===== src/fetch_pkg.sv =====
package fetch_pkg;

	////////////////////////////////////////////////////////////////////
	// sizes
	////////////////////////////////////////////////////////////////////

	// instruction and address width
	localparam int xlen = 32;
	// instruction memory depth in words
	localparam int imem_words = 256;
	// word address bits, byte address bits 9..2
	localparam int imem_aw = 8;

	// axi response code
	localparam logic [1:0] axi_okay = 2'b00;

	////////////////////////////////////////////////////////////////////
	// memory port
	////////////////////////////////////////////////////////////////////

	typedef struct packed {
		logic               valid;
		logic               write;
		logic [imem_aw-1:0] addr;
		logic [xlen-1:0]    wdata;
		logic [3:0]         strb;
	} imem_req_t;

	////////////////////////////////////////////////////////////////////
	// axi4-lite, master side and slave side
	////////////////////////////////////////////////////////////////////

	typedef struct packed {
		logic            aw_valid;
		logic [xlen-1:0] aw_addr;
		logic            w_valid;
		logic [xlen-1:0] w_data;
		logic [3:0]      w_strb;
		logic            b_ready;
		logic            ar_valid;
		logic [xlen-1:0] ar_addr;
		logic            r_ready;
	} axil_req_t;

	typedef struct packed {
		logic            aw_ready;
		logic            w_ready;
		logic            b_valid;
		logic [1:0]      b_resp;
		logic            ar_ready;
		logic            r_valid;
		logic [xlen-1:0] r_data;
		logic [1:0]      r_resp;
	} axil_rsp_t;

	////////////////////////////////////////////////////////////////////
	// fetch stream
	////////////////////////////////////////////////////////////////////

	// compressed ones sit zero-extended in the low half
	typedef struct packed {
		logic [xlen-1:0] pc;
		logic [xlen-1:0] instr;
		logic            compressed;
	} fetch_out_t;

	// branch, jump or trap target, already computed by the core
	typedef struct packed {
		logic            valid;
		logic [xlen-1:0] target;
	} redirect_t;

endpackage


===== src/imem_arbiter.sv =====
`timescale 1ns/1ps

module imem_arbiter import fetch_pkg::*; (
	input  logic      bus,
	input  logic      rst_n,
	input  imem_req_t load_req,
	input  imem_req_t fetch_req,
	output logic      load_gnt,
	output logic      fetch_gnt,
	output imem_req_t mem_req
);

	////////////////////////////////////////////////////////////////////
	// fixed priority with the loader first
	////////////////////////////////////////////////////////////////////

	assign load_gnt = load_req.valid;
	// fetch only on a free port and asks again when refused
	assign fetch_gnt = fetch_req.valid & ~load_req.valid;

	always_comb begin
		mem_req = load_gnt ? load_req : fetch_req;
		mem_req.valid = load_gnt | fetch_gnt;
	end

endmodule


===== config.mk =====
export PLATFORM = sky130hd
export DESIGN_NAME = imem_arbiter
export DESIGN_NICKNAME = d
export VERILOG_FILES = /design/src/fetch_pkg.sv /design/src/imem_arbiter.sv
export SDC_FILE = /design/constraint.sdc
export NUM_CORES = 1
export LEC_CHECK = 0
export BUFFER_PORTS_ARGS = -buffer_cell sky130_fd_sc_hd__buf_2
export CELL_PAD_IN_SITES_DETAIL_PLACEMENT = 1
export CELL_PAD_IN_SITES_GLOBAL_PLACEMENT = 2
export CORE_ASPECT_RATIO = 0.8
export CORE_MARGIN = 4
export CORE_UTILIZATION = 10
export DETAILED_ROUTE_END_ITERATION = 6
export PLACE_DENSITY = 0.81
export SETUP_SLACK_MARGIN = 0.1
export SLEW_MARGIN = 10
export SYNTH_ARGS = -nofsm -noshare
export SYNTH_HDL_FRONTEND = slang
export SYNTH_SLANG_ARGS = --single-unit

===== constraint.sdc =====
create_clock -name vclk -period 1.2
set_input_delay 0.24 -clock vclk [all_inputs]
set_output_delay 0.24 -clock vclk [all_outputs]
set_load 0.03 [all_outputs]

# Word level (Yosys, flattened, before mapping)
# Index checks and enable logic that the tools add are counted.
# totals
regBits	0
latchBits	0
mem_bits_rw	0
romBits	0
in_bits	94
out_inout_bits	48
word_cells	4
mem_count	0
# classes
add_sub_neg	0
mul	0
div_mod_pow	0
n_lt_le_gt_ge	0
eq_ne	0
n_shift	0
muxes	1
bitwise	3
n_reduce_logical	0
# op_table
cell	n
2-to-1 mux 45 bit	1
AND 1 bit	1
NOT 1 bit	1
OR 1 bit	1

# Logic depth before layout (Yosys ltp)
# Gate-level depths: netlist of run 1.
# logic_depth
word_depth	3
ltp_mapped	3
ltp_nobuf	1

# Worst setup path before layout of run 1
# OpenSTA, ideal clock, no wires.
# synth_path
path_type	input -> output
start	input load_req[45] (netlist bit)
end	output fetch_gnt
arrival_time_ns	0.955
required_time_ns	0.960
path_slack_ns	0.005
path_stages	3
n_path_buf	2
cell_sequence	buf_6 buf_6 nor2b_1
# synth_via
elab_chain_len	2
# synth_rtl
element	line	text
start, declared	imem_arbiter.sv:6	input imem_req_t load_req,
NOT 1 bit	imem_arbiter.sv:19	assign fetch_gnt = fetch_req.valid & ~load_req.valid;
AND 1 bit	imem_arbiter.sv:19	
end, declared	imem_arbiter.sv:9	output logic fetch_gnt,
# No other way between the ends.

==> run metrics, run 1 <==
family with the most delay on the worst path buffers and inverters; Cells after Synth 53; setup TNS -0.866 ns; distinct cell type count after synthesis 7; # clk buffers 0; setup ws final -0.0390 ns; area delta synth->final 200%; vias per std cell between 3 and 4; Worst Path Required 0.96 ns; worst hold endpoint mem_req[45]; Seq/Total Area, Yosys 0%; top cell type's share of synthesized area between 60 and 70%; final RePlAce weighted congestion 0.652; final hold vios 0; critical path type in -> out; critical path's slowest cell mux2_4; register share of total power 0%; die height 81.9 um; HPWL after DPL just over 3 mm; Crit. End Element primary output; Syn Std Cell Area between 600 and 700 um2; maxcap violations 0; first-pass GRT wire length 6.03 mm; Hold Crit Class in -> out; Max Slew Vio Count 0; WL final 4.20 mm; area of the multi-input gates between 600 and 700 um2; vias in the first global route between 1000 and 1500; Die X around 100 um; RSZ-0062 raised after global routing yes; Pleak approximately 1.1 nW; hold slack 0.798 ns; syn_nets 147; Peak VDD IR about 0.16 mV; Power Internal 592 uW; post-synth top area cell mux2_4; Max Freq 0.807 GHz; Final min period around 1.2 ns; GRT Overall Usage 9.06%; Boundary Pins 142; Hold Crit Start fetch_req[45]; register area 0 um2; initial antenna violation count 0; fin crit share 103%; # fillers 754; Row Count 26; largest net degree at the start of global routing 12; drt drc 0; CP peak stage delay 0.30 ns; FF+latch count 0; vias after detailed routing 1049; switching power 474 uW; DR pass1 iterations 2; drt wl/cell 15.0 um; Worst-Margin Slew 0.128 ns; Worst Path Buf+Inv 3; PortBufs 140; antenna viol nets, final 0; overflow left after global routing 0; Power Density 521 mW/mm2; die area 0.00821 mm2; Hold Crit Depth 3; crit path DAT 1.00 ns; failing checks negative setup slack; Slew headroom 91.5%; status complete, but fails checks; yosys warns 0; Post-CTS Hold Buffers 0; Final Setup Violations 45; fin nets between 200 and 300; crit path max fanout 8; leading post-synthesis cells by cell area mux2_4 62%, mux2_2 28%, buf_6 6.6%, buf_4 1.1%, nor2b_1 0.92%; layout cell share with drive strength beyond 1 100%; clock network power share 0%; CP Launch Type input pin; antenna cells 0; Comb power frac 100.0%; ordered cell list for the critical path buf_16, clkbuf_16, mux2_4, buf_6; initial DRC count 12; Core Region 0.00651 mm2; mean post-synth cell area 12.9 um2; Initial Util a little over a tenth; switching part of the total 44.4%
synthesized netlist by cell type:
cell type,n
mux2_2,17
buf_4,1
nor2b_1,1
mux2_4,28
buf_2,1
or2_2,1
buf_6,4
routing by layer:
layer  up-vias  GRT usage [%]  part of all wire [%]
met5         -              0                     0
met4         0              0                     0
met1       487           9.93                    32
met3         0           1.70                    10
li1        492              -                     -
met2        70           19.0                    58
cell families after synthesis:
family | count (synthesis) | synth area share, %
buffers and inverters | 6 | 8.44
muxes | 45 | 89.7
and+or+nand+nor | 2 | 1.84
metrics by stage:
stage               setup WS, ns  total power, mW  cells  utilization, %  cell area [um2]
floorplan                 0.0970            0.506     53               -              702
global placement          -0.163            0.759    273            22.7             1480
detailed placement        -0.184            0.772    273            22.7             1480
CTS                      -0.0517             1.06    279            30.7             2000
global route             -0.0611             1.12    280            31.4             2040
finish                   -0.0390             1.07    280            31.4             2040
worst max-delay path by stage:
stage	start	to	slack, ns	cells past startpoint
after floorplan	load_req[45]	mem_req[15]	0.1	3
after global placement	load_req[45]	mem_req[3]	-0.16	4
after detailed placement	load_req[45]	mem_req[3]	-0.18	4
after CTS	load_req[45]	mem_req[10]	-0.05	4
after global routing	load_req[45]	mem_req[39]	-0.06	4
final	load_req[45]	mem_req[35]	-0.04	4
final cells by class:
cell class                 count  share of cell area, %
multi-input combinational     47                   34.1
tap                           84                   5.14
timing repair buffer         149                   60.7
power by group through the flow:
| stage | registers, mW | clock network [mW] | logic, mW |
|---|---|---|---|
| finish | 0 | 0 | 1.07 |
| global route | 0 | 0 | 1.12 |
| CTS | 0 | 0 | 1.06 |
| detailed placement | 0 | 0 | 0.772 |
| global placement | 0 | 0 | 0.759 |
| floorplan | 0 | 0 | 0.506 |
placed cells by master (no fill, tap or decap):
cell type / instances
buf_2: 91
buf_12: 2
buf_8: 1
clkbuf_16: 1
nor2b_4: 1
buf_16: 6
or2_4: 1
buf_6: 48
mux2_4: 45
tightest hold or removal path, stage by stage:
cell and delay, ns:
buf_2 0.09, or2_4 0.11, buf_6 0.12
repair_timing:
| action | in CTS | in global routing |
|---|---|---|
| setup endpoints to repair | 46 | 47 |
| pin swaps | 0 | 1 |
| gates cloned | 5 | 1 |
| resized for setup | 121 | 5 |
| buffers inserted | 1 | 0 |
Power figures use the tool's default switching activity.
==> run 2: changes to the inputs <==
- PLACE_DENSITY: 0.81 -> not set
- PLACE_DENSITY_LB_ADDON: not set -> 0.1
==> run 2 against run 1 <==
- the run still ends with negative setup slack left
- non-clock buffer count down 1
- total power shrank 1.7%
- count of clock-buffer cells in the layout unchanged
- final cell count down 0.36%
- fmax is 1.2% higher
- largest power group unchanged
==> run metrics, run 2 (synthesis gave the netlist of run 1 again) <==
maxcap violations 0; area delta synth->final 195%; Final Setup Violations 45; vias in the first global route approximately 1200; area of the multi-input gates 698 um2; die height around 82 um; drt drc 0; antenna viol nets, final 0; total power 1.05 mW; WL final 4.10 mm; RSZ-0062 raised after global routing yes; GRT Overall Usage 8.85%; final hold vios 0; failing checks negative setup slack; Row Count 26; drt wl/cell 14.7 um; Power Density ~520 mW/mm2; # clk buffers 0; Initial Util 10.5%; layout cell share with drive strength beyond 1 100%; Final min period 1.22 ns; largest net degree at the start of global routing 10; Crit. End Element primary output; Max Freq between 0.8 and 0.9 GHz; commonest non-fill, non-tap cells in the layout 92 x buf_2, 47 x buf_6, 45 x mux2_4, 5 x buf_16, 2 x buf_12; setup ws final -0.0244 ns; Slew headroom between 80% and 90%; Core Region between 0.006 and 0.007 mm2; Max Slew Vio Count 0; PortBufs 140; Worst-Margin Slew 0.153 ns; Hold Crit Class in -> out; Peak VDD IR 0.168 mV; register area 0 um2; final RePlAce weighted congestion between 0.7 and 0.8; # fillers 772; CP Launch Type input pin; status complete, but fails checks; crit path DAT 0.98 ns; FF+latch count 0; vias per std cell 3.68; vias after detailed routing ~1000; hold slack 0.798 ns; HPWL after DPL between 3 and 4 mm; Worst Path Required 0.96 ns; antenna cells 0; die area 0.00821 mm2; Pleak 1.13 nW; fin crit share 102%; dpl cells about 270; first-pass GRT wire length 5.97 mm; Post-Layout Cell Count 279; setup TNS -0.661 ns; initial DRC count 3; Boundary Pins between 100 and 150; overflow left after global routing 0; critical path type in -> out; DR pass1 iterations 2; post-route design area 0.00201 mm2; area post-placement between 0.001 and 0.0015 mm2; Die X 100 um; commonest non-fill, non-tap cell in the layout buf_2; initial antenna violation count 0; fin nets 291; crit path max fanout 8
## run 2: cell count changes in the layout (fill, tap and decap cells not counted)
cell,before,now
buf_16,6,5
buf_6,48,47
buf_2,91,92
## run 2: path summary, 6_finish.rpt
path	from	end	slack (ns)	cells after the start
max	load_req[45]	mem_req[39]	-0.02	4
min	fetch_req[45]	mem_req[45]	0.80	3
## run 2: repair_timing
action / 4_1_cts / 5_1_grt
hold buffers: 0 / 0
cloned: 4 / 1
endpoints found under the setup margin: 48 / 47
pin swaps: 1 / 0
gates resized for setup: 114 / 9
setup buffers: 1 / 0
## run 2: critical path, stage by stage
cell and delay (ns):
buf_16 0.14, buf_16 0.15, mux2_4 0.30, buf_6 0.14
## run 2: area by class of cell
| type | instances | area share, % |
|---|---|---|
| multi-input combinational | 47 | 34.7 |
| tap | 84 | 5.23 |
| timing repair buffer | 148 | 60.0 |
## run 2: power breakdown
group	total [mW]	leakage, nW	switching [mW]	internal (mW)
Sequential	0	0	0	0
Combinational	1.05	1.13	0.466	0.581
Clock	0	0	0	0
## run 2: layer usage
metal | up-vias | part of all wire, % | GRT usage, %
met4 | 0 | 0 | 0
met1 | 472 | 33 | 8.98
met5 | - | 0 | 0
met3 | 0 | 11 | 2.29
met2 | 67 | 56 | 19.0
li1 | 489 | - | -
## run 2: per-stage QoR
| stage | setup slack (ns) | util (%) |
|---|---|---|
| floorplan | 0.0970 | - |
| global placement | -0.183 | 22.7 |
| detailed placement | -0.206 | 22.7 |
| CTS | -0.0477 | 30.0 |
| global route | -0.0452 | 30.9 |
| finish | -0.0244 | 30.9 |
