File: src/fetch_pkg.sv
package fetch_pkg;

	////////////////////////////////////////////////////////////////////
	// sizes
	////////////////////////////////////////////////////////////////////

	// instruction and address width
	localparam int xlen = 32;
	// instruction memory depth in words
	localparam int imem_words = 256;
	// word address bits, byte address bits 9..2
	localparam int imem_aw = 8;

	// axi response code
	localparam logic [1:0] axi_okay = 2'b00;

	////////////////////////////////////////////////////////////////////
	// memory port
	////////////////////////////////////////////////////////////////////

	typedef struct packed {
		logic               valid;
		logic               write;
		logic [imem_aw-1:0] addr;
		logic [xlen-1:0]    wdata;
		logic [3:0]         strb;
	} imem_req_t;

	////////////////////////////////////////////////////////////////////
	// axi4-lite, master side and slave side
	////////////////////////////////////////////////////////////////////

	typedef struct packed {
		logic            aw_valid;
		logic [xlen-1:0] aw_addr;
		logic            w_valid;
		logic [xlen-1:0] w_data;
		logic [3:0]      w_strb;
		logic            b_ready;
		logic            ar_valid;
		logic [xlen-1:0] ar_addr;
		logic            r_ready;
	} axil_req_t;

	typedef struct packed {
		logic            aw_ready;
		logic            w_ready;
		logic            b_valid;
		logic [1:0]      b_resp;
		logic            ar_ready;
		logic            r_valid;
		logic [xlen-1:0] r_data;
		logic [1:0]      r_resp;
	} axil_rsp_t;

	////////////////////////////////////////////////////////////////////
	// fetch stream
	////////////////////////////////////////////////////////////////////

	// compressed ones sit zero-extended in the low half
	typedef struct packed {
		logic [xlen-1:0] pc;
		logic [xlen-1:0] instr;
		logic            compressed;
	} fetch_out_t;

	// branch, jump or trap target, already computed by the core
	typedef struct packed {
		logic            valid;
		logic [xlen-1:0] target;
	} redirect_t;

endpackage

File: src/imem_loader.sv
`timescale 1ns/1ps

module imem_loader import fetch_pkg::*; (
	input  logic            bus,
	input  logic            rst_n,
	input  axil_req_t       axil_req,
	output axil_rsp_t       axil_rsp,
	output imem_req_t       mem_req,
	input  logic            mem_gnt,
	input  logic [xlen-1:0] rdata
);

	typedef enum logic [2:0] {
		st_idle,
		st_wr_issue,
		st_wr_resp,
		st_rd_issue,
		st_rd_wait,
		st_rd_resp
	} ld_state_t;

	ld_state_t state, state_nxt;

	// captured transaction
	logic [imem_aw-1:0] addr_q;
	logic [xlen-1:0]    wdata_q;
	logic [3:0]         strb_q;
	logic [xlen-1:0]    rdata_q;

	// transfers this cycle
	logic wr_go;
	logic rd_go;

	////////////////////////////////////////////////////////////////////
	// axi side
	////////////////////////////////////////////////////////////////////

	// aw and w go together, write wins over read
	assign wr_go = (state == st_idle) & axil_req.aw_valid & axil_req.w_valid;
	assign rd_go = (state == st_idle) & axil_req.ar_valid & ~wr_go;

	always_comb begin
		axil_rsp.aw_ready = wr_go;
		axil_rsp.w_ready  = wr_go;
		axil_rsp.b_valid  = (state == st_wr_resp);
		axil_rsp.b_resp   = axi_okay;
		axil_rsp.ar_ready = rd_go;
		axil_rsp.r_valid  = (state == st_rd_wait) | (state == st_rd_resp);
		// memory word straight through first, held copy after
		axil_rsp.r_data   = (state == st_rd_wait) ? rdata : rdata_q;
		axil_rsp.r_resp   = axi_okay;
	end

	// memory side, held until granted
	always_comb begin
		mem_req.valid = (state == st_wr_issue) | (state == st_rd_issue);
		mem_req.write = (state == st_wr_issue);
		mem_req.addr  = addr_q;
		mem_req.wdata = wdata_q;
		mem_req.strb  = strb_q;
	end

	////////////////////////////////////////////////////////////////////
	// fsm
	////////////////////////////////////////////////////////////////////

	always_comb begin
		state_nxt = state;
		case (state)
			st_idle: begin
				if (wr_go) state_nxt = st_wr_issue;
				else if (rd_go) state_nxt = st_rd_issue;
			end
			st_wr_issue: if (mem_gnt) state_nxt = st_wr_resp;
			st_wr_resp:  if (axil_req.b_ready) state_nxt = st_idle;
			st_rd_issue: if (mem_gnt) state_nxt = st_rd_wait;
			st_rd_wait:  state_nxt = axil_req.r_ready ? st_idle : st_rd_resp;
			st_rd_resp:  if (axil_req.r_ready) state_nxt = st_idle;
			default:     state_nxt = st_idle;
		endcase
	end

	always_ff @(posedge bus or negedge rst_n) begin
		if (!rst_n) state <= st_idle;
		else state <= state_nxt;
	end

	// payload
	always_ff @(posedge bus) begin
		if (wr_go) begin
			addr_q  <= axil_req.aw_addr[imem_aw+1:2];
			wdata_q <= axil_req.w_data;
			strb_q  <= axil_req.w_strb;
		end else if (rd_go) begin
			addr_q  <= axil_req.ar_addr[imem_aw+1:2];
		end
		// keep the word for a stalled r
		if (state == st_rd_wait) rdata_q <= rdata;
	end

endmodule

File: config.mk
export PLATFORM = sky130hd
export DESIGN_NAME = imem_loader
export DESIGN_NICKNAME = d
export VERILOG_FILES = /design/src/fetch_pkg.sv /design/src/imem_loader.sv
export SDC_FILE = /design/constraint.sdc
export NUM_CORES = 1
export LEC_CHECK = 0
export BUFFER_PORTS_ARGS = -buffer_cell sky130_fd_sc_hd__buf_2
export CAP_MARGIN = 20
export CELL_PAD_IN_SITES_DETAIL_PLACEMENT = 1
export CELL_PAD_IN_SITES_GLOBAL_PLACEMENT = 2
export CORE_ASPECT_RATIO = 1.1
export CORE_UTILIZATION = 23
export CTS_CLUSTER_SIZE = 25
export DETAILED_ROUTE_END_ITERATION = 6
export PLACE_DENSITY_LB_ADDON = 0.1
export SLEW_MARGIN = 40
export SYNTH_ARGS = -nofsm -noshare
export SYNTH_HDL_FRONTEND = slang
export SYNTH_SLANG_ARGS = --single-unit
File: constraint.sdc
create_clock -name bus -period 1.9 [get_ports bus]
set_input_delay 0.19 -clock bus [delete_from_list [all_inputs] [get_ports bus]]
set_output_delay 0.19 -clock bus [all_outputs]
set_load 0.03 [all_outputs]
---- Yosys cells after proc, flatten, opt, wreduce, memory -nomap -nowiden ----
Cells that the tools add are included.
word-level totals
  flip-flop bits (word level) ............. 79
  input bits .............................. 140
  word-level logic and storage cells ...... 36
operators by class
  eq/ne operators ......................... 10
  multiplexer cells ....................... 11
  bitwise logic cells ..................... 7
  reductions and logical operators ........ 3
operators by type and width
  operator                                                                 number
  32-bit 2-to-1 mux                                                        1
  3-bit 2-to-1 mux                                                         7
  3-bit one-hot mux with 6 select lines                                    1
  8-bit 2-to-1 mux                                                         2
  3-bit by 2-bit == test with 1-bit output, second input constant          2
  3-bit == test, second input constant                                     2
  2-bit inequality test, second input constant                             3
  5-bit AND reduction                                                      1
  1-bit AND                                                                4
  3-bit by 1-bit == test with 1-bit output, second input constant          1
  3-bit logical NOT                                                        1
  3-bit inequality test, second input constant                             1
  2-bit by 1-bit inequality test with 1-bit output, second input constant  1
  1-bit OR                                                                 2
  2-bit nonzero test                                                       1
  1-bit NOT                                                                1

---- Logic depth before layout (Yosys ltp) ----
  depth after elaboration ................. 8
  gate-level depth with buffers ........... 5
  gate-level depth less buffers ........... 3

---- Worst setup path after synthesis ----
Ideal clock, no wire load.
  kind .................................... register to register
  start point ............................. reg state[0]
  end point ............................... reg addr_q[0], data pin
  arrival time ............................ 1.433 ns
  data required time ...................... 1.640 ns
  slack ................................... 0.207 ns
  cell stages (with the launch flop) ...... 6
  buffers on the path ..................... 2
  period minus slack after synthesis ...... 1.693 ns
  cells stage by stage .................... dfrtp_1 buf_4 nor3_2 and3_1 buf_6 mux2_4
on the way
  cells in the longest elaborated chain, start to end .. 4
RTL lines
  what                    RTL line           text
  from (decl)             imem_loader.sv:22  ld_state_t state, state_nxt;
  from (signal assigned)  imem_loader.sv:84  if (!rst_n) state <= st_idle;
  from (signal assigned)  imem_loader.sv:85  else state <= state_nxt;
  3-bit logical NOT       imem_loader.sv:39  assign wr_go = (state == st_idle) & axil_req.aw_valid & axil_req.w_valid;
  1-bit AND (2 in a row)  imem_loader.sv:39
  named net wr_go         imem_loader.sv:31  logic wr_go;
  8-bit 2-to-1 mux        imem_loader.sv:90  if (wr_go) begin
  to (signal assigned)    imem_loader.sv:91  addr_q <= axil_req.aw_addr[imem_aw+1:2];
  to (signal assigned)    imem_loader.sv:95  addr_q <= axil_req.ar_addr[imem_aw+1:2];
  to (decl)               imem_loader.sv:25  logic [imem_aw-1:0] addr_q;
The timed path passes the listed nets, and every way through them passes these cells.
A chain may end at the register's enable or synchronous reset.

==> impl_results.md <==
* Post-Synth XOR/XNOR Area at 0
* CP Class: register to output port
* CTS tree: yes
* Simple-Gate Fraction of Synth Area at 0.0321
* CP Capture Type: output port
* Hold Crit Start: axil_req[62]
* DRC violations left at 0
* Initial antenna violation count at 0
* Status: finished with violations
* Top post-synthesis cells by area: edfxtp_1 48%, dfxtp_1 23%, mux2_2 13%, mux2_4 4.3%, dfrtp_1 2.7%
* Total clock sinks at slightly below 80
* Core ar. at 11600 sq um
* Share of the synthesized area in the top cell type at 0.478
* GPL Wtd Cong at 0.768
* Arr. time, crit path at ~1.7 ns
* Initial Utilization at 0.239
* Gr usage total at 0.127
* Clock Tree Buf Depth at 2
* Area after DPL at approximately 3800 sq um
* Setup ws final at -0.0255 ns
* Pwr Total at just under 8 mW
* Fin Setup TNS at -0.365 ns
* Pin count of the biggest net entering global routing at 15
* Worst Hold Path Cells at 1
* Antenna fix cells at 0
* Post-synth ARST share at 0.0380
* Vias per cell at roughly 4.0
* Main synth FF type: edfxtp_1
* Synth cell types at 24
* Mean routed wirelength per cell at between 15 and 20 microns
* RSZ-0062 raised after global routing: true
* Count leader, synth: edfxtp_1
* Yosys synthesis warning count at 0
* Die Ht at 117 microns
* Critical path peak fanout at 8
* Final hold slack at just over 0.03 ns
* Htree depth at 3
* Synth cell count leaders: 44 x edfxtp_1, 33 x mux2_2, 32 x dfxtp_1, 8 x buf_4, 8 x mux2_4
* Die area at 12500 sq um
* Hold Vio Cnt, Final at 0
* Placed Cells at approximately 470
* RR Endpoint: addr_q[3]
* Post-synthesis mux area share at 0.178
* Crit path time final at 1.93 ns
* Fin nets at about 500
* Port Buffers at between 150 and 200
* Synth Area in Adders at 0
* Ports at around 230
* Max Clock Freq at between 500 and 600 MHz
* Setup WS pre-CTS at around 0.16 ns
* Max-cap violations at 0
* Reg2reg start: state[2]
* Area leader, netlist: edfxtp_1
* Layout cells sized above 1 at 0.729
* Worst Setup Start Kind: register
* Fillcell total at about 1300
* Detail Placement HPWL at ~5.3 mm
* Post-synthesis register bit count at 79
* Post-route ant nets at 0
* Site Rows at a little over 40
* Hold crit path type: input port to register
* Worst vdd ir at between 0.0007 and 0.0008 V
* Cell Count, Final, Fillers Out at 511
* Final setup vio count at 29
* Initial DRT Pass Iterations at 2
* Via count at 2030
* Drt initial violations at 32
* CTS root buffer: clkbuf_16
* Synthesized area at between 2000 and 3000 sq um
* Post-Syn Area per Cell at 18.1 sq um
* Final core occ at 0.403
* Latest clock arrival within the worst-skew pair at approximately 0.33 ns
* Failing checks: negative setup slack
* Global route overflow at 0
* Post-synthesis cell count at roughly 150
* EDFF count, synth at 44
* Final setup skew at 0.00744 ns
* Hold Crit Endpoint: wdata_q[23]
* Final Cycle Share at 1.01
* Combinational family with the most area after synthesis: multiplexers
* Flop2flop setup slack at 0.09 ns
* Die Wd at about 110 microns
* Sequential share of the synthesized area at 0.737
* Total Wirelength at between 7 and 8 mm
* Worst R2R Path Depth at 6
* Reg clk slew, reported paths at approximately 0.060 ns
* Compound-cell area share of the yosys netlist at 0.0113
* Global-route wire length before repair at 11.6 mm
* CTS Buf Count at 9
* Vias in the first global route at 2107
* Max-slew violations at 0
* Critical Path RT at about 1.7 ns
* Post-route cell area at roughly 4700 sq um
* Pleak at ~2.1 nW
* Layout area overhead at 69.0%
* PwrDens at 1680 nW/um^2
metal layers:
| metal | vias up | track usage | share of wire |
|---|---|---|---|
| met5 | - | 0 | 0 |
| met4 | 0 | 0.0493 | 0.0094 |
| met3 | 7 | 0.0454 | 0.081 |
| met2 | 99 | 0.229 | 0.52 |
| met1 | 966 | 0.138 | 0.39 |
| li1 | 958 | - | - |
sequential cells by signal, summed over array words and instances, names as in the netlist:
register and flops:
rdata_q 32, strb_q 4, state 3, wdata_q 32
addr_q 8
logic make-up after synthesis:
family	count (synthesis)
flip-flops	79
AO/OA/AOI/OAI	5
AND/OR/NAND/NOR	13
other	1
multiplexers	41
buffers and inverters	14
where the power goes:
group          internal [mW]  total (mW)  switching (mW)
combinational           1.80        3.78            1.98
clock                  0.883        1.58           0.696
sequential              2.35        2.50           0.149
total                   5.03        7.86            2.82
cells in the final DEF, fill, tap and decap left out, drive strengths merged, types with 2 or more instances in the layout:
cell type and count:
edfxtp 44, nor2 2, clkbuf 9, inv 3, nand2b 2, a21oi 2
clkinvlp 2, buf 199, mux2 41, clkinv 4, and3 2, dfxtp 32
o22ai 2, conb 4, dfrtp 3
final cells by class:
cell class	count	area (sq um)	area share
Clock buffer	9	225	0.0482
Clock inverter	7	47.5	0.0102
Inverter	2	7.51	0.00161
Multi-Input combinational cell	63	763	0.163
Sequential cell	79	2040	0.436
Tap cell	150	188	0.0401
Timing Repair Buffer	201	1400	0.300
worst max-delay path by stage:
stage              from            to  slack (ns)
3_5_place_dp   state[0]     addr_q[3]        0.16
6_report       state[1]  axil_rsp[29]       -0.03
4_1_cts        state[1]  axil_rsp[30]       -0.17
5_1_grt        state[1]  axil_rsp[26]        -0.1
2_1_floorplan  state[0]     addr_q[0]        0.21
3_3_place_gp   state[0]     addr_q[3]        0.18
worst max-delay path: stages, from the launching register on:
cell and delay (ns):
dfrtp_1 0.38, nand2b_4 0.16, nor2_4 0.12, buf_6 0.15, buf_16 0.14, mux2_4 0.32, buf_6 0.14
what timing repair did:
action / 4_1_cts / 5_1_grt
hold buffers: 1 / 0
gates resized for setup: 106 / 8
setup buffers: 8 / 11
pin swaps: 2 / 3
gates cloned: 4 / 0
setup endpoints to repair: 34 / 34
hold endpoints to repair: 3 / 0
Power figures use the tool's default switching activity.
