**config.mk**
```make
export PLATFORM = sky130hd
export DESIGN_NAME = fetch_unit
export DESIGN_NICKNAME = d
export VERILOG_FILES = /design/src/fetch_pkg.sv /design/src/fetch_unit.sv
export SDC_FILE = /design/constraint.sdc
export NUM_CORES = 1
export LEC_CHECK = 0
export BUFFER_PORTS_ARGS = -buffer_cell sky130_fd_sc_hd__buf_4
export CELL_PAD_IN_SITES_DETAIL_PLACEMENT = 1
export CELL_PAD_IN_SITES_GLOBAL_PLACEMENT = 1
export CORE_UTILIZATION = 46
export CTS_CLUSTER_SIZE = 10
export DETAILED_ROUTE_END_ITERATION = 10
export PLACE_DENSITY = 0.86
export SLEW_MARGIN = 20
export SYNTH_ARGS = -nofsm -noshare
export SYNTH_HDL_FRONTEND = slang
export SYNTH_SLANG_ARGS = --single-unit
```
**constraint.sdc**
```tcl
create_clock -name bus -period 8.2 [get_ports bus]
set_input_delay 0.82 -clock bus [delete_from_list [all_inputs] [get_ports bus]]
set_output_delay 0.82 -clock bus [all_outputs]
set_load 0.03 [all_outputs]
```
**src/fetch_pkg.sv**
```systemverilog
package fetch_pkg;

	////////////////////////////////////////////////////////////////////
	// sizes
	////////////////////////////////////////////////////////////////////

	// instruction and address width
	localparam int xlen = 32;
	// instruction memory depth in words
	localparam int imem_words = 256;
	// word address bits, byte address bits 9..2
	localparam int imem_aw = 8;

	// axi response code
	localparam logic [1:0] axi_okay = 2'b00;

	////////////////////////////////////////////////////////////////////
	// memory port
	////////////////////////////////////////////////////////////////////

	typedef struct packed {
		logic               valid;
		logic               write;
		logic [imem_aw-1:0] addr;
		logic [xlen-1:0]    wdata;
		logic [3:0]         strb;
	} imem_req_t;

	////////////////////////////////////////////////////////////////////
	// axi4-lite, master side and slave side
	////////////////////////////////////////////////////////////////////

	typedef struct packed {
		logic            aw_valid;
		logic [xlen-1:0] aw_addr;
		logic            w_valid;
		logic [xlen-1:0] w_data;
		logic [3:0]      w_strb;
		logic            b_ready;
		logic            ar_valid;
		logic [xlen-1:0] ar_addr;
		logic            r_ready;
	} axil_req_t;

	typedef struct packed {
		logic            aw_ready;
		logic            w_ready;
		logic            b_valid;
		logic [1:0]      b_resp;
		logic            ar_ready;
		logic            r_valid;
		logic [xlen-1:0] r_data;
		logic [1:0]      r_resp;
	} axil_rsp_t;

	////////////////////////////////////////////////////////////////////
	// fetch stream
	////////////////////////////////////////////////////////////////////

	// compressed ones sit zero-extended in the low half
	typedef struct packed {
		logic [xlen-1:0] pc;
		logic [xlen-1:0] instr;
		logic            compressed;
	} fetch_out_t;

	// branch, jump or trap target, already computed by the core
	typedef struct packed {
		logic            valid;
		logic [xlen-1:0] target;
	} redirect_t;

endpackage

```
**src/fetch_unit.sv**
```systemverilog
`timescale 1ns/1ps

module fetch_unit import fetch_pkg::*; (
	input  logic            bus,
	input  logic            rst_n,
	input  logic            run,
	input  redirect_t       redirect,
	output imem_req_t       mem_req,
	input  logic            mem_gnt,
	input  logic [xlen-1:0] rdata,
	output fetch_out_t      out,
	output logic            out_valid,
	input  logic            out_ready
);

	// pc of the next instruction to hand out
	logic [xlen-1:0] pc_q, pc_nxt;
	// word address of the next word to read
	logic [xlen-3:0] faddr_q, faddr_sel;
	// upper halfword of the last word, always the halfword at pc_q
	logic [15:0] hbuf_q;
	logic        hbuf_v, hbuf_v_nxt;
	// fetched word parked while it cannot be used
	logic [xlen-1:0] wbuf_q;
	logic            wbuf_v;
	// our read was granted last cycle
	logic rd_pend;

	// current word, parked or just returned
	logic [xlen-1:0] cw;
	logic            cw_v;

	logic            out_free;
	logic            hold;
	logic            emit;
	logic            emit_comp;
	logic [xlen-1:0] emit_ins;
	logic            take_word;
	logic            can_issue;

	assign cw_v = wbuf_v | rd_pend;
	assign cw   = wbuf_v ? wbuf_q : rdata;

	assign out_free = ~out_valid | out_ready;
	// halfword and output full, no point reading ahead
	assign hold = hbuf_v & out_valid & ~out_ready;

	////////////////////////////////////////////////////////////////////
	// alignment
	////////////////////////////////////////////////////////////////////

	always_comb begin
		emit       = 1'b0;
		emit_comp  = 1'b0;
		emit_ins   = '0;
		take_word  = 1'b0;
		hbuf_v_nxt = hbuf_v;
		pc_nxt     = pc_q;
		if (hbuf_v && hbuf_q[1:0] != 2'b11) begin
			// compressed in the buffered upper half
			if (out_free) begin
				emit       = 1'b1;
				emit_comp  = 1'b1;
				emit_ins   = {16'h0, hbuf_q};
				hbuf_v_nxt = 1'b0;
				pc_nxt     = pc_q + 2;
			end
		end else if (hbuf_v) begin
			// straddle, joined with the low half of the new word
			if (cw_v && out_free) begin
				emit      = 1'b1;
				take_word = 1'b1;
				emit_ins  = {cw[15:0], hbuf_q};
				pc_nxt    = pc_q + 4;
			end
		end else if (cw_v && pc_q[1]) begin
			// odd target, low half is skipped
			take_word  = 1'b1;
			hbuf_v_nxt = 1'b1;
		end else if (cw_v && out_free) begin
			emit      = 1'b1;
			take_word = 1'b1;
			if (cw[1:0] != 2'b11) begin
				emit_comp  = 1'b1;
				emit_ins   = {16'h0, cw[15:0]};
				hbuf_v_nxt = 1'b1;
				pc_nxt     = pc_q + 2;
			end else begin
				emit_ins   = cw;
				hbuf_v_nxt = 1'b0;
				pc_nxt     = pc_q + 4;
			end
		end
	end

	////////////////////////////////////////////////////////////////////
	// word requests
	////////////////////////////////////////////////////////////////////

	// only when the word slot is free by the time data returns
	assign can_issue = (~cw_v | take_word) & ~hold;
	// a redirect reads its target in the same cycle
	assign faddr_sel = redirect.valid ? redirect.target[xlen-1:2] : faddr_q;

	always_comb begin
		mem_req.valid = run & (redirect.valid | can_issue);
		mem_req.write = 1'b0;
		mem_req.addr  = faddr_sel[imem_aw-1:0];
		mem_req.wdata = '0;
		mem_req.strb  = '0;
	end

	////////////////////////////////////////////////////////////////////
	// control state
	////////////////////////////////////////////////////////////////////

	always_ff @(posedge bus or negedge rst_n) begin
		if (!rst_n) begin
			pc_q      <= '0;
			faddr_q   <= '0;
			hbuf_v    <= 1'b0;
			wbuf_v    <= 1'b0;
			rd_pend   <= 1'b0;
			out_valid <= 1'b0;
		end else if (!run) begin
			// parked at zero until run
			pc_q      <= '0;
			faddr_q   <= '0;
			hbuf_v    <= 1'b0;
			wbuf_v    <= 1'b0;
			rd_pend   <= 1'b0;
			out_valid <= 1'b0;
		end else if (redirect.valid) begin
			// flush everything, data of an older read is dropped
			pc_q      <= {redirect.target[xlen-1:1], 1'b0};
			faddr_q   <= faddr_sel + (xlen-2)'(mem_gnt);
			hbuf_v    <= 1'b0;
			wbuf_v    <= 1'b0;
			rd_pend   <= mem_gnt;
			out_valid <= 1'b0;
		end else begin
			pc_q    <= pc_nxt;
			faddr_q <= faddr_sel + (xlen-2)'(mem_gnt);
			hbuf_v  <= hbuf_v_nxt;
			wbuf_v  <= cw_v & ~take_word;
			rd_pend <= mem_gnt;
			if (emit) out_valid <= 1'b1;
			else if (out_ready) out_valid <= 1'b0;
		end
	end

	// payload
	always_ff @(posedge bus) begin
		if (take_word) hbuf_q <= cw[31:16];
		if (cw_v && !take_word) wbuf_q <= cw;
		if (emit) begin
			out.pc         <= pc_q;
			out.instr      <= emit_ins;
			out.compressed <= emit_comp;
		end
	end

endmodule

```
==> Yosys cells after proc, flatten, opt, wreduce, memory -nomap -nowiden <==
Cells that the tools add are included.
{ "op_classes": {"addsub": 3, "n_eq_ne": 6, "mux": 45, "n_bitwise": 14, "reduce_logical": 6} }
{ "ops": {"columns": ["operator", "n"], "rows": [
  ["32-bit 2-to-1 mux", 16],
  ["30-bit 2-to-1 mux", 2],
  ["32-bit by 2-bit adder with 32-bit output (second input constant)", 1],
  ["32-bit by 3-bit adder with 32-bit output (second input constant)", 1],
  ["30-bit by 1-bit adder with 30-bit output", 1],
  ["1-bit 2-to-1 mux", 26],
  ["16-bit 2-to-1 mux", 1],
  ["4-bit by 1-bit inequality test with 1-bit output (second input constant)", 2],
  ["1-bit bitwise AND", 5],
  ["5-bit inequality test (second input constant)", 1],
  ["1-bit NOT", 5],
  ["1-bit logical AND", 4],
  ["2-bit inequality test (second input constant)", 2],
  ["4-bit inequality test (second input constant)", 1],
  ["1-bit OR", 4],
  ["3-bit AND reduction", 1],
  ["1-bit logical NOT", 1]
]} }
{ "totals": {"reg_bits": 179, "inputBits": 70, "output_inout_bits": 112, "wordCells": 85} }

==> Longest topological paths before layout <==
Gate-level depths: netlist of the first run.
{ "logic_depth": {"ltp_word": 11, "ltp_mapped": 10, "mapped_depth_nobuf": 7} }

==> Worst setup path after synthesis of the first run <==
Ideal clock, no wire load.
{ "synth_timing": {"path_kind": "input -> output", "start": "input port out_ready", "end": "output port mem_req[45] in the netlist's numbering", "arrival_ns": 4.005, "t_required_ns": 7.380, "slack_ns": 3.375, "cell_stages": 6, "n_path_buf": 1, "path_cell_list": "nor2b_1 > clkbuf_1 > a211oi_1 > nor2_1 > a21oi_1 > o21a_1"} }
{ "synth_rtl": {"columns": ["item", "line_no", "text"], "rows": [
  ["start: declaration", "fetch_unit.sv:13", "input logic out_ready"],
  ["end: declaration", "fetch_unit.sv:8", "output imem_req_t mem_req,"]
]} }

==> results.toml, run 1 <==
[pwr]
p_int_w = 0.00150
combPwrFrac_pct = 15.0
pwr-share-clk_pct = 39.6
powerDensity_mw_per_mm2 = 230
ir_drop_mv = 0.184
p_seq_share_pct = 45.5
total_power_w = 0.00209
p_leak_nw = 3.55
swShare_pct = 28.1
p_sw_w = 0.000587

[synthesis]
synth_top_family_by_area = "simple AND/OR/NAND/NOR gates"
avgSynthCellArea_um2 = 12.5
synth_edf_count = 112
ys.flop_type = "edfxtp_1"
synth-seq-cells = 155
synth_compound_area_share_pct = 12.1
synthArstFlopShare_pct = 27.7
synth_cells = 583
muxShareOfSynthArea_pct = 6.83
syn_area_mm2 = 0.00731
ys_types = 57
ys_seq_area_share_pct = 60.7
synth_xor_area_share_pct = 0.719
ys_warn_count = 0
synthAdderAreaFrac_pct = 0.685
synth_simple_gate_area_share_pct = 12.6

[worst_setup_path]
critPathCaptureType = "primary output"
path_class = "in -> out"
worst_path_most_repeated_cell = "buf_4"
cp_max_fo = 33
cp.arrival_ns = 3.51
critPathLaunchType = "input port"
reg2reg_depth = 8
cp.depth = 8
crit_path_max_incr_delay_ns = 0.78
critPathSlowestCell = "nor2_4"
cp_top_family = "simple AND/OR/NAND/NOR gates"
cp_cell_sequence = "buf_4 > nor2b_1 > a211oi_4 > buf_8 > nor2_4 > a21oi_1 > o21a_1 > buf_4"
path_buf_inv = 3
cp.required_ns = 7.38

[die]
fp.dieArea_mm2 = 0.0164
initial_core_util_pct = 47.6
die_height_um = 128
dieWidth_um = 128
rows = 45
ios = 182
fp.coreArea_mm2 = 0.0154

[run]
drv_cap = 0

[clock_network]
clock_path_buffers = 2
htreeDepth = 4
clock_latency_ns = 0.44
holdBufCountCts = 0
cts.repair.resized = 0
path_clk_slew_ns = 0.06
cts_tree = "done"
cts_sinks = 155
ctsRootBufferMaster = "clkbuf_16"
cts_made_buffers = 17
cts_setup_buffers = 0

[timing]
worst_slew_pin_slew_ns = 1.04
relSlewSlack_pct = 30.3
rsz0062_at_grt = "false"
setup_tns_ns = 0
skew_ns = 0.0135
setup_viol_count_final = 0
finalCritPeriodShare_pct = 52.7
fmax_mhz = 231
finalMaxSlewViolations = 0
setup_ws_ns = 3.87
timing.hold.ws_ns = 0.398
finalHoldViolCount = 0
final.min_clock_period_ns = 4.33

[layout]
final_common_cell = "buf_4"
drive_gt1_share_pct = 31.6
layout-area-overhead-vs-synth_pct = 24.4
nets = 792
finish.utilization_pct = 59.1
most-common-layout-cells = "149 x buf_4, 112 x edfxtp_1, 43 x dfrtp_1, 39 x mux2_2, 38 x conb_1"
diodes = 0
multi_input_area_mm2 = 0.00261
fill_cells = 1591
seq_area_mm2 = 0.00444

[grt]
grt_pass1_vias = 5867
antenna_found_initial = 0
grt.overflow.total = 0
grt_pass1_wl_um = 33500
grt_max_degree = 56
track_usage_pct = 27.5

[status]
status = "completed"

[route]
ant_nets = 0
post-route-drc-count = 0
first_pass_iters = 4
via_count = 5618
drt_iter0_drc = 457
routed_wl_um = 21700
drt-wirelength-per-cell_um = 23.1
viasPerCell = 5.96

[worst_hold_path]
hp-class = "in -> async"

[placement]
pre_cts_ws_ns = 3.85
post-dp-hpwl_um = 13800
routabilityCongestion = 0.797
portBuffers = 142
[power groups by stage]
stage | logic, W | clock network [W] | registers, W
after floorplan | 0.000147 | 0 | 0.00101
after global placement | 0.000295 | 0 | 0.000959
after detailed placement | 0.000308 | 0 | 0.000963
after CTS | 0.000312 | 0.000833 | 0.000950
after global routing | 0.000331 | 0.000858 | 0.000956
final | 0.000313 | 0.000827 | 0.000951
[state kept, by name, indices dropped and copies added, names as in the netlist]
register / flops
out: 64
wbuf_q: 32
pc_q: 31
hbuf_q: 16
faddr_q: 8
hbuf_v: 1
out_valid: 1
rd_pend: 1
wbuf_v: 1
[path summary, 6_finish.rpt]
| kind | startpoint | end | slack [ns] |
|---|---|---|---|
| worst min register to register | pc_q[30]$_DFFE_PN0P_ | out[63]$_DFFE_PP_ | 0.49 |
| max in group asynchronous | rst_n | pc_q[18]$_DFFE_PN0P_ | 7.39 |
| worst max-delay path | out_ready | mem_req[45] | 3.87 |
| worst max register to register | hbuf_v$_DFFE_PN0N_ | pc_q[2]$_DFFE_PN0P_ | 4.88 |
| worst min-delay path | rst_n | pc_q[26]$_DFFE_PN0P_ | 0.40 |
| min in group bus | pc_q[30]$_DFFE_PN0P_ | out[63]$_DFFE_PP_ | 0.49 |
[Yosys cell counts, types with 2 or more instances]
master     count  area [um^2]
a211oi_1       4         30.0
a21boi_1       2         15.0
a21o_1         3         22.5
a21oi_1        4         20.0
a22o_1        16          140
a22oi_1       16          120
a311oi_1       6         52.6
a31oi_1       12         75.1
and2_1         8         50.1
and3_1         7         43.8
and4_1         9         78.8
buf_1          3         11.3
buf_2          5         25.0
buf_4         38          285
clkbuf_1      24         90.1
dfrtp_1       43         1080
edfxtp_1     112         3360
ha_1           4         50.1
inv_1         10         37.5
mux2_2        39          439
mux2i_1        6         60.1
nand2_1       27          101
nand2b_1       2         12.5
nand3_1       22          110
nand4_1        8         50.1
nor2_1        33          124
nor2b_1        9         56.3
nor3_1        11         55.1
nor4_1         5         31.3
o2111ai_1      5         43.8
o211ai_1       2         15.0
o21ai_0       32          160
o22ai_1        2         12.5
o31ai_1        9         67.6
o41ai_1        2         17.5
or3_1          7         43.8
or4_1         12         90.1
xnor2_1        5         43.8
[worst reg2reg max path: stages, from the launching register on]
cell,delay (ns)
dfrtp_1,0.51
a21boi_2,0.29
buf_4,0.32
and2_1,0.44
nor2_1,0.23
inv_2,0.32
buf_4,0.66
mux2i_1,0.30
o21ai_0,0.12
[per-layer routing]
layer / global-route usage, % / routed length, um / up-vias
met4: 10.2 / 500 / 0
met2: 49.3 / 11400 / 246
met1: 32.1 / 8530 / 2893
li1: - / - / 2438
met3: 6.22 / 1340 / 41
met5: 0 / 0 / -
[stage by stage]
step	cells	cell area, um^2
6_report	942	9090
5_1_grt	942	9090
4_1_cts	941	9070
3_5_place_dp	909	8460
3_3_place_gp	909	8450
2_1_floorplan	620	7450
[cell type report]
class | instances | area share, %
clock buffer | 18 | 4.72
tap | 211 | 2.90
multi-input combinational | 384 | 28.7
clock inverter | 14 | 2.00
inverter | 10 | 0.413
timing repair buffer | 150 | 12.5
sequential | 155 | 48.8
[kinds of logic (layout without fill, tap and decap cells)]
family / after synthesis / after routing
AND/OR/NAND/NOR: 167 / 167
flip-flops: 155 / 155
AO/OA/AOI/OAI: 124 / 124
buffers and inverters: 81 / 192
multiplexers: 45 / 45
XOR/XNOR: 6 / 6
adder cells (fa/ha/maj): 4 / 4
other: 1 / 38
No activity file was read; power rests on OpenSTA's default activity.
==> run 2: changes to the inputs <==
ABC_AREA = 1   (was default)
CORE_UTILIZATION = 40   (was 46)
PLACE_DENSITY = 0.8   (was 0.86)
clock period = 4.3 ns   (was 8.2 ns; I/O delays follow)
==> run 2 against run 1 <==
  * Flip-flop and latch count is the same
  * Sequential share of layout area shrank 4.3 points
  * Critical path depth shrank 2
  * Clock power grew 81%
  * Utilization shrank 9.9 points
  * First-iteration DRC count grew 7.2%
  * Die area grew 29%
  * Area after synthesis grew 13%
  * Non-clock buffer count shrank 2
  * Sequential power grew 99%
  * Largest cell class unchanged
  * Highest routed layer unchanged
==> results.toml, run 2 <==
[layout]
layout-area-overhead-vs-synth_pct = 20.9
top_register = "out"
most-common-layout-cells = "424 x nand2_1, 148 x buf_4, 115 x nor2_1, 112 x edfxtp_1, 44 x inv_1"
final_common_cell = "nand2_1"
diodes = 0
top_regs = "out (64), wbuf_q (32), pc_q (31)"
drive_gt1_share_pct = 19.0
largest_reg_flops = 64
nets = 1193

[clock_network]
cts.repair.resized = 0
cts_sinks = 155
cts_setup_buffers = 0
path_clk_slew_ns = 0.07
htreeDepth = 4
cts_made_buffers = 17
clock_path_buffers = 2
ctsRootBufferMaster = "clkbuf_16"
cts_tree = "done"
holdBufCountCts = 0
clock_latency_ns = 0.44

[synthesis]
ys_seq_area_share_pct = 53.9
syn_area_mm2 = 0.00824
synth_top_cell_by_area = "edfxtp_1"
ys_top_cells_by_count = "424 x nand2_1, 115 x nor2_1, 112 x edfxtp_1, 45 x inv_1, 44 x buf_4"
synth_cells = 989
avgSynthCellArea_um2 = 8.33
ys_warn_count = 0
ys_types = 39
synth_edf_count = 112
synth-seq-cells = 155
synthArstFlopShare_pct = 27.7
ys.flop_type = "edfxtp_1"
netlist.area_leader.share_pct = 40.8
yosys-top-cells-area = "edfxtp_1 41%, nand2_1 19%, dfrtp_1 13%, nor2_1 5.2%, buf_4 4.0%"
synthMostInstantiatedCell = "nand2_1"

[worst_setup_path]
critPathCaptureType = "register"
cp.required_ns = 4.34
cp_cell_sequence = "nor2_4 > clkinv_2 > nand2_2 > nor3_4 > inv_2 > nand3_4"
path_class = "reg -> reg"
critPathSlowestCell = "nand3_4"
path_buf_inv = 2
crit_path_max_incr_delay_ns = 0.73
cp_top_family = "simple AND/OR/NAND/NOR gates"
cp_max_fo = 65
critPathLaunchType = "register"
cp.arrival_ns = 3.27

[timing]
finalCritPeriodShare_pct = 74.9
rsz0062_at_grt = "false"
fmax_mhz = 310
finalHoldViolCount = 0
worst_slew_pin_slew_ns = 1.06
relSlewSlack_pct = 29.5
setup_tns_ns = 0
finalMaxSlewViolations = 0
final.min_clock_period_ns = 3.22
setup_viol_count_final = 0
skew_ns = 0.0124

[grt]
antenna_found_initial = 0
track_usage_pct = 23.1
grt.overflow.total = 0
grt_pass1_wl_um = 38000
grt_max_degree = 66
grt_pass1_vias = 7037

[die]
ios = 182
fp.coreArea_mm2 = 0.0202
die_height_um = 146
dieWidth_um = 146
rows = 52
initial_core_util_pct = 40.7
fp.dieArea_mm2 = 0.0212

[route]
routed_wl_um = 23900
viasPerCell = 5.06
drt_iter0_drc = 490
drt-wirelength-per-cell_um = 17.1
ant_nets = 0
via_count = 7093
first_pass_iters = 4
post-route-drc-count = 0

[placement]
post-dp-hpwl_um = 16200
routabilityCongestion = 0.833
portBuffers = 142

[pwr]
ir_drop_mv = 0.267
total_power_w = 0.00418
powerDensity_mw_per_mm2 = 420
p_leak_nw = 4.44

[worst_hold_path]
hp-class = "in -> async"

[run]
drv_cap = 0

[status]
status = "completed"
==> run 2: layout make-up <==
type	instances	area, um^2
Clock inverter	15	178
Sequential cell	155	4440
Inverter	53	205
Timing Repair Buffer	148	1110
Multi-Input combinational cell	744	3260
Fill cell	2448	10300
Tap cell	270	338
Clock buffer	17	425
==> run 2: worst paths after layout <==
check	startpoint	endpoint	slack [ns]	depth (start not counted)
setup / recovery	wbuf_v$_DFF_PN0_	out[55]$_DFFE_PP_	1.08	6
hold / removal	rst_n	pc_q[23]$_DFFE_PN0P_	0.03	1
setup reg to reg	wbuf_v$_DFF_PN0_	out[55]$_DFFE_PP_	1.08	6
hold reg to reg	pc_q[31]$_DFFE_PN0P_	out[64]$_DFFE_PP_	0.52	0
max in group asynchronous	rst_n	wbuf_v$_DFF_PN0_	3.86	1
min in group bus	mem_gnt	rd_pend$_DFF_PN0_	0.24	3
==> run 2: worst reg2reg max path, stage by stage, from the launching register on <==
cell      delay [ns]
dfrtp_1         0.67
nor2_4          0.09
clkinv_2        0.24
nand2_2         0.18
nor3_4          0.72
inv_2           0.16
nand3_4         0.73
==> run 2: kinds of logic after synthesis <==
family / after synthesis / share of synthesized area (%)
DFF: 155 / 53.9
buffers and inverters: 127 / 8.38
xor gates and xnor gates: 2 / 0.213
adders and majority gates: 4 / 0.607
AOI/OAI and AO/OA: 67 / 4.98
other: 1 / 0.0455
and+or+nand+nor: 633 / 31.9
==> run 2: where the power goes <==
part	total, W	switching [W]	internal (W)
logic	0.000794	0.000552	0.000242
clock network	0.00150	0.000717	0.000783
registers	0.00189	0.000101	0.00179
==> run 2: through the flow <==
stage               area, um^2  std cells  util [%]  hold slack (ns)  setup slack (ns)
global route              9960       1402      49.2           0.0546             0.910
detailed placement        9350       1370      46.2            0.493              1.03
finish                    9960       1402      49.2           0.0261              1.08
CTS                       9960       1402      49.2           0.0345              1.11
floorplan                 8380       1026         -            0.134             0.973
global placement          9350       1370      46.2            0.479              1.12
==> run 2: layer usage <==
layer / wire length [um] / global-route usage (%)
met1: 10700 / 30.7
met2: 11500 / 38.1
met3: 1420 / 5.11
met4: 305 / 6.00
met5: 0 / 0
